### src/mul_pkg.sv
// ------------------------------
// integer multiplier package
// widths, skip limit, FSM states
// ------------------------------

package mul_pkg;

  // operand and product width, one word
  localparam int MUL_WIDTH = 32;

  // input message carries both operands
  localparam int MSG_WIDTH = 2 * MUL_WIDTH;

  // shift amounts and step count, 0 to MUL_WIDTH
  localparam int SHAMT_WIDTH = $clog2(MUL_WIDTH + 1);

  // most zero bits consumed per cycle
  localparam int MAX_SKIP = 6;

  // control FSM states
  typedef enum logic [1:0] {
    idle = 2'd0,
    calc = 2'd1,
    done = 2'd2
  } mul_state_t;

endpackage

### src/mul_ctrl_if.sv
// ------------------------------
// control / datapath link
// commands down, status back up
// ------------------------------

`timescale 1ns/10ps

interface mul_ctrl_if;

  // commands from control unit
  logic load;
  logic step;
  logic accumulate;

  // status from datapath
  logic mplier_lsb;
  logic steps_done;

  // control unit side
  modport ctrl (
    output load,
    output step,
    output accumulate,
    input  mplier_lsb,
    input  steps_done
  );

  // datapath side
  modport dpath (
    input  load,
    input  step,
    input  accumulate,
    output mplier_lsb,
    output steps_done
  );

endinterface

### src/zero_skip_shifter.sv
// ------------------------------
// zero skipping right shifter
// drops trailing zeros of the multiplier, reports the distance
// ------------------------------

`timescale 1ns/10ps

module zero_skip_shifter import mul_pkg::*; (
  input  logic [MUL_WIDTH-1:0]   mplier,
  input  logic [SHAMT_WIDTH-1:0] span,
  output logic [MUL_WIDTH-1:0]   shifted,
  output logic [SHAMT_WIDTH-1:0] amount
);

  // working copies for the skip chain
  logic [MUL_WIDTH-1:0]   skip_val;
  logic [SHAMT_WIDTH-1:0] skip_cnt;

  // ------------------------------
  // skip chain
  // ------------------------------

  // walk up to MAX_SKIP zero bits
  // once a one shows up or span runs out, later stages hold
  always_comb begin
    skip_val = mplier;
    skip_cnt = '0;
    for (int i = 0; i < MAX_SKIP; i++) begin
      if (skip_val[0] == 1'b0 && skip_cnt < span) begin
        skip_val = skip_val >> 1;
        skip_cnt = skip_cnt + SHAMT_WIDTH'(1);
      end
    end
  end

  // ------------------------------
  // output select
  // ------------------------------

  always_comb begin
    if (mplier[0]) begin
      // set bit, consume exactly one position
      shifted = mplier >> 1;
      amount  = SHAMT_WIDTH'(1);
    end else begin
      // zero run, take the skip chain
      shifted = skip_val;
      amount  = skip_cnt;
    end
  end

endmodule

### src/step_counter.sv
// ------------------------------
// consumed bit counter
// variable step add, remaining span, completion flag
// ------------------------------

`timescale 1ns/10ps

module step_counter import mul_pkg::*; (
  input  logic                   clk,
  input  logic                   reset,
  input  logic                   clear,
  input  logic                   advance,
  input  logic [SHAMT_WIDTH-1:0] amount,
  output logic [SHAMT_WIDTH-1:0] span,
  output logic                   full
);

  // bits consumed so far, 0 to MUL_WIDTH
  logic [SHAMT_WIDTH-1:0] count;
  // candidate next value, before the cap
  logic [SHAMT_WIDTH-1:0] count_sum;

  // worst case 32 + 6 still fits in 6 bits
  assign count_sum = count + amount;

  // ------------------------------
  // count register
  // ------------------------------

  always_ff @(posedge clk) begin
    if (reset) begin
      count <= '0;
    end else if (clear) begin
      count <= '0;
    end else if (advance) begin
      // never run past the word width
      if (count_sum > SHAMT_WIDTH'(MUL_WIDTH)) begin
        count <= SHAMT_WIDTH'(MUL_WIDTH);
      end else begin
        count <= count_sum;
      end
    end
  end

  // positions still left in the multiplier
  assign span = SHAMT_WIDTH'(MUL_WIDTH) - count;

  // all bits consumed
  assign full = (count == SHAMT_WIDTH'(MUL_WIDTH));

endmodule

### src/mul_dpath.sv
// ------------------------------
// multiplier datapath
// operand and accumulator registers, shifters, adder
// ------------------------------

`timescale 1ns/10ps

module mul_dpath import mul_pkg::*; (
  input  logic                 clk,
  input  logic                 reset,
  input  logic [MSG_WIDTH-1:0] in_msg,
  output logic [MUL_WIDTH-1:0] out_msg,
  mul_ctrl_if.dpath            ctl
);

  // operand registers
  logic [MUL_WIDTH-1:0] mcand;
  logic [MUL_WIDTH-1:0] mplier;

  // running partial product
  logic [MUL_WIDTH-1:0] acc;

  // shifter results
  logic [MUL_WIDTH-1:0]   mplier_next;
  logic [SHAMT_WIDTH-1:0] shamt;

  // remaining positions from the counter
  logic [SHAMT_WIDTH-1:0] span;

  // adder output, wraps mod 2^32
  logic [MUL_WIDTH-1:0] acc_sum;

  // ------------------------------
  // shift and count
  // ------------------------------

  zero_skip_shifter u_shifter (
    .mplier  (mplier),
    .span    (span),
    .shifted (mplier_next),
    .amount  (shamt)
  );

  // load restarts the count, each step adds the shift amount
  step_counter u_counter (
    .clk     (clk),
    .reset   (reset),
    .clear   (ctl.load),
    .advance (ctl.step),
    .amount  (shamt),
    .span    (span),
    .full    (ctl.steps_done)
  );

  assign acc_sum = acc + mcand;

  // ------------------------------
  // registers
  // ------------------------------

  // multiplicand high half, multiplier low half
  // both operands move together on step
  always_ff @(posedge clk) begin
    if (ctl.load) begin
      mcand  <= in_msg[MSG_WIDTH-1:MUL_WIDTH];
      mplier <= in_msg[MUL_WIDTH-1:0];
    end else if (ctl.step) begin
      mcand  <= mcand << shamt;
      mplier <= mplier_next;
    end
  end

  // accumulator, cleared at load
  always_ff @(posedge clk) begin
    if (ctl.load) begin
      acc <= '0;
    end else if (ctl.accumulate) begin
      acc <= acc_sum;
    end
  end

  // status back to control
  assign ctl.mplier_lsb = mplier[0];

  // product straight from the accumulator
  assign out_msg = acc;

endmodule

### src/mul_ctrl.sv
// ------------------------------
// multiplier control FSM
// idle, calc, done with valid/ready on both streams
// ------------------------------

`timescale 1ns/10ps

module mul_ctrl import mul_pkg::*; (
  input  logic       clk,
  input  logic       reset,
  input  logic       in_val,
  output logic       in_rdy,
  output logic       out_val,
  input  logic       out_rdy,
  mul_ctrl_if.ctrl   ctl
);

  mul_state_t state;
  mul_state_t state_next;

  // stream transfers
  logic in_go;
  logic out_go;

  assign in_go  = in_val && in_rdy;
  assign out_go = out_val && out_rdy;

  // ------------------------------
  // state register
  // ------------------------------

  always_ff @(posedge clk) begin
    if (reset) begin
      state <= idle;
    end else begin
      state <= state_next;
    end
  end

  // next state
  always_comb begin
    state_next = state;
    case (state)
      idle: begin
        if (in_go) state_next = calc;
      end
      calc: begin
        if (ctl.steps_done) state_next = done;
      end
      done: begin
        if (out_go) state_next = idle;
      end
      default: state_next = idle;
    endcase
  end

  // ------------------------------
  // outputs
  // ------------------------------

  // mealy in calc, steps and adds stop once the count is full
  always_comb begin
    in_rdy         = 1'b0;
    out_val        = 1'b0;
    ctl.load       = 1'b0;
    ctl.step       = 1'b0;
    ctl.accumulate = 1'b0;
    case (state)
      idle: begin
        // operands load whenever idle, kept on transfer
        in_rdy   = 1'b1;
        ctl.load = 1'b1;
      end
      calc: begin
        if (!ctl.steps_done) begin
          ctl.step       = 1'b1;
          ctl.accumulate = ctl.mplier_lsb;
        end
      end
      done: begin
        out_val = 1'b1;
      end
      default: begin
        in_rdy = 1'b0;
      end
    endcase
  end

endmodule

### src/int_mul_var.sv
// ------------------------------
// variable latency integer multiplier
// zero skipping, one operation at a time
// ------------------------------

`timescale 1ns/10ps

module int_mul_var import mul_pkg::*; (
  input  logic                 clk,
  input  logic                 reset,

  // request stream, multiplicand high, multiplier low
  input  logic                 in_val,
  output logic                 in_rdy,
  input  logic [MSG_WIDTH-1:0] in_msg,

  // response stream, low word of the product
  output logic                 out_val,
  input  logic                 out_rdy,
  output logic [MUL_WIDTH-1:0] out_msg
);

  // commands and status between the two units
  mul_ctrl_if ctl_if ();

  // ------------------------------
  // control unit
  // ------------------------------

  // owns the handshake bits of both streams
  mul_ctrl u_ctrl (
    .clk     (clk),
    .reset   (reset),
    .in_val  (in_val),
    .in_rdy  (in_rdy),
    .out_val (out_val),
    .out_rdy (out_rdy),
    .ctl     (ctl_if.ctrl)
  );

  // ------------------------------
  // datapath
  // ------------------------------

  // owns both message payloads
  mul_dpath u_dpath (
    .clk     (clk),
    .reset   (reset),
    .in_msg  (in_msg),
    .out_msg (out_msg),
    .ctl     (ctl_if.dpath)
  );

endmodule

### config.mk
export PLATFORM = sky130hd
export DESIGN_NAME = int_mul_var
export DESIGN_NICKNAME = d
export VERILOG_FILES = /design/src/mul_pkg.sv /design/src/mul_ctrl_if.sv /design/src/zero_skip_shifter.sv /design/src/step_counter.sv /design/src/mul_dpath.sv /design/src/mul_ctrl.sv /design/src/int_mul_var.sv
export SDC_FILE = /design/constraint.sdc
export NUM_CORES = 1
export LEC_CHECK = 0
export BUFFER_PORTS_ARGS = -buffer_cell sky130_fd_sc_hd__buf_2
export CORE_UTILIZATION = 45
export DETAILED_ROUTE_END_ITERATION = 12
export HOLD_SLACK_MARGIN = 0.12
export PLACE_DENSITY = 0.61
export SYNTH_ARGS = -nofsm -noshare
export SYNTH_HDL_FRONTEND = slang
export SYNTH_SLANG_ARGS = --single-unit
### constraint.sdc
create_clock -name clk -period 13.6 [get_ports clk]
set_input_delay 2.72 -clock clk [delete_from_list [all_inputs] [get_ports clk]]
set_output_delay 2.72 -clock clk [all_outputs]
set_load 0.1 [all_outputs]
==> results.cfg <==
[status]
status = finished, final reports clean

[cts]
cts_post_setup_buffers_inserted = 0
clk_latency_ns = 0.37
path_clk_slew_ns = 0.08
cts_root_buf = clkbuf_16
numCtsBuffers = 9
cts.htree.levels = 3
clock-sinks = 104
cts_tree = yes
clockBufferDepth = 2
ctsHoldBuffers = 0

[setup_path]
critPathKind = flip-flop to flip-flop
critical_path_required_ns = 13.89
max_stage_delay_ns = 0.49
end_kind = flip-flop
cp.arrival_ns = 12.72
path_delay_family = compound AO/OA/AOI/OAI gates
path_buf_inv = 5
slowest_stage = o21ai_0
reg2reg_slack_ns = 1.17
critPathMaxFanout = 37
worstSetupStartpointType = flip-flop
cp_common_cell = ha_1

[power_and_ir_drop]
p_leak_nw = 5.22
p_per_area_nw_per_um2 = 118
ir_drop_mv = 0.0653

[die]
die-area_sq_um = 24100
die_height_microns = 155
rows = 55
start_util_pct = 46.3
fp.coreArea_sq_um = 22800
die_x_microns = 155
ios = 102

[timing]
hold_viol_final = 0
fmax_mhz = 80.5
setup-violations-final = 0
max_slew.worst_pin.slew_ns = 1.02
skew_ns = 0.0109
rsz0062_at_grt = false
finalSetupTns_ns = 0
slew_headroom_pct = 31.7
slew_violations = 0
worst_hold_slack_ns = 0.464
fin_crit_sh_pct = 91.4
min_period_ns = 12.43

[placed_design]
post-dp-hpwl_microns = 21000
portBuffers = 101
place_congestion = 0.958

[synthesis]
synth_cell_types = 99
synth-seq-cells = 104
ys_warn_count = 0
async_flop_share_pct = 0
synth_most_common_cell = mux2i_1
yosysTopAreaCellShare_pct = 18.2
ys_top_cells_by_count = mux2i_1, nand2_1, a21oi_1
synth_ff_type = edfxtp_1
synth_area_leaders = edfxtp_1, mux2i_1, dfxtp_1
synth-seq-area-share_pct = 25.7
avgSynthCellArea_sq_um = 8.75
synthCells = 1209
synth_area_sq_um = 10600
synth_edf_count = 64
yosysTopAreaCell = edfxtp_1

[layout]
area.growth.synth_to_final_pct = 8.85
nNetsFinal = 1382
final_layout_size_suffix_gt1_share_pct = 17.2
antenna_cells = 0

[drt]
ant_nets = 0
routed_via_density = 6.01
drt_iter0_markers = 689
wire_per_inst_microns = 18.2
dr_total_vias = 9484
finalWirelength_microns = 28700
dr.pass1.iters = 7
drc = 0

[grt]
grt_first_pass_wirelength_microns = 46500
grt_pass1_vias = 8697
grt_usage_pct = 23.9
antenna_found_initial = 0
grt_overflow = 0
grt_max_degree = 82

[flow_run]
cap_violations = 0

[min_path]
hp-class = flip-flop to flip-flop
## cells by family after synthesis
group | Yosys count | synth area share [%]
AND/OR/NAND/NOR | 325 | 14.5
buffers and inverters | 108 | 4.61
multiplexers | 210 | 22.0
flip-flops | 104 | 25.7
XOR/XNOR | 33 | 2.91
AO/OA/AOI/OAI | 373 | 23.6
other | 1 | 0.0355
adder cells (fa/ha/maj) | 55 | 6.63
## routing by layer
layer | vias to the layer above | part of all wire (%) | global-route usage [%]
met5 | - | 0 | 0
met4 | 0 | 1.4 | 5.93
met3 | 33 | 6.1 | 3.62
met2 | 316 | 42 | 35.0
met1 | 4462 | 50 | 36.2
li1 | 4673 | - | -
## final timing paths
kind / start / endpoint / depth (start not counted)
hold reg to reg: u_dpath.out_msg[31] / u_dpath.out_msg[31] / 1
hold / removal: u_dpath.out_msg[31] / u_dpath.out_msg[31] / 1
setup reg to reg: u_dpath.u_counter.count[0] / u_dpath.u_counter.count[3] / 46
setup / recovery: u_dpath.u_counter.count[0] / u_dpath.u_counter.count[3] / 46
## power by group
| group | switching [W] | internal (W) |
|---|---|---|
| Sequential | 0.0000394 | 0.000383 |
| Combinational | 0.000407 | 0.000273 |
| Clock | 0.000133 | 0.000125 |
| Total | 0.000580 | 0.000781 |
## placed cells by master, fill, tap and decap left out, types with 13 or more instances in the layout
master / instances
xnor2_1: 17
edfxtp_1: 64
dfxtp_1: 40
mux2i_1: 162
nand2_1: 132
a21o_1: 29
buf_4: 14
a22oi_1: 27
xor2_1: 14
buf_2: 101
nor2_1: 85
nand3_1: 16
o21ai_0: 64
mux2_2: 33
a21oi_1: 120
inv_1: 27
ha_1: 52
a211oi_1: 13
## stage by stage
stage / utilization (%) / power, W / setup slack [ns] / instances / cell area [sq um]
global route: 50.4 / 0.00144 / 0.151 / 1577 / 11500
global placement: 49.2 / 0.00110 / 1.49 / 1562 / 11200
detailed placement: 49.2 / 0.00110 / 1.03 / 1562 / 11200
CTS: 50.4 / 0.00136 / 1.00 / 1577 / 11500
finish: 50.4 / 0.00136 / 1.17 / 1577 / 11500
floorplan: - / 0.000953 / 3.20 / 1210 / 10600
## flip-flops by register name, indices dropped and copies added (netlist names)
name,count
u_ctrl.state,2
u_dpath.mcand,32
u_dpath.mplier,32
u_dpath.out_msg,32
u_dpath.u_counter.count,6
## what timing repair did
action	in CTS	in global routing
resized for setup	0	1
hold endpoints to repair	0	0
endpoints found under the setup margin	0	6
## cell type report
type / instances / area [sq um]
inverters: 32 / 129
fillers: 2218 / 11300
clock buffers: 9 / 225
flip-flops and latches: 104 / 2720
clock inverters: 6 / 42.5
well taps: 313 / 392
multi-input cells: 998 / 7390
repair buffers: 115 / 611
Power figures use the tool's default switching activity.
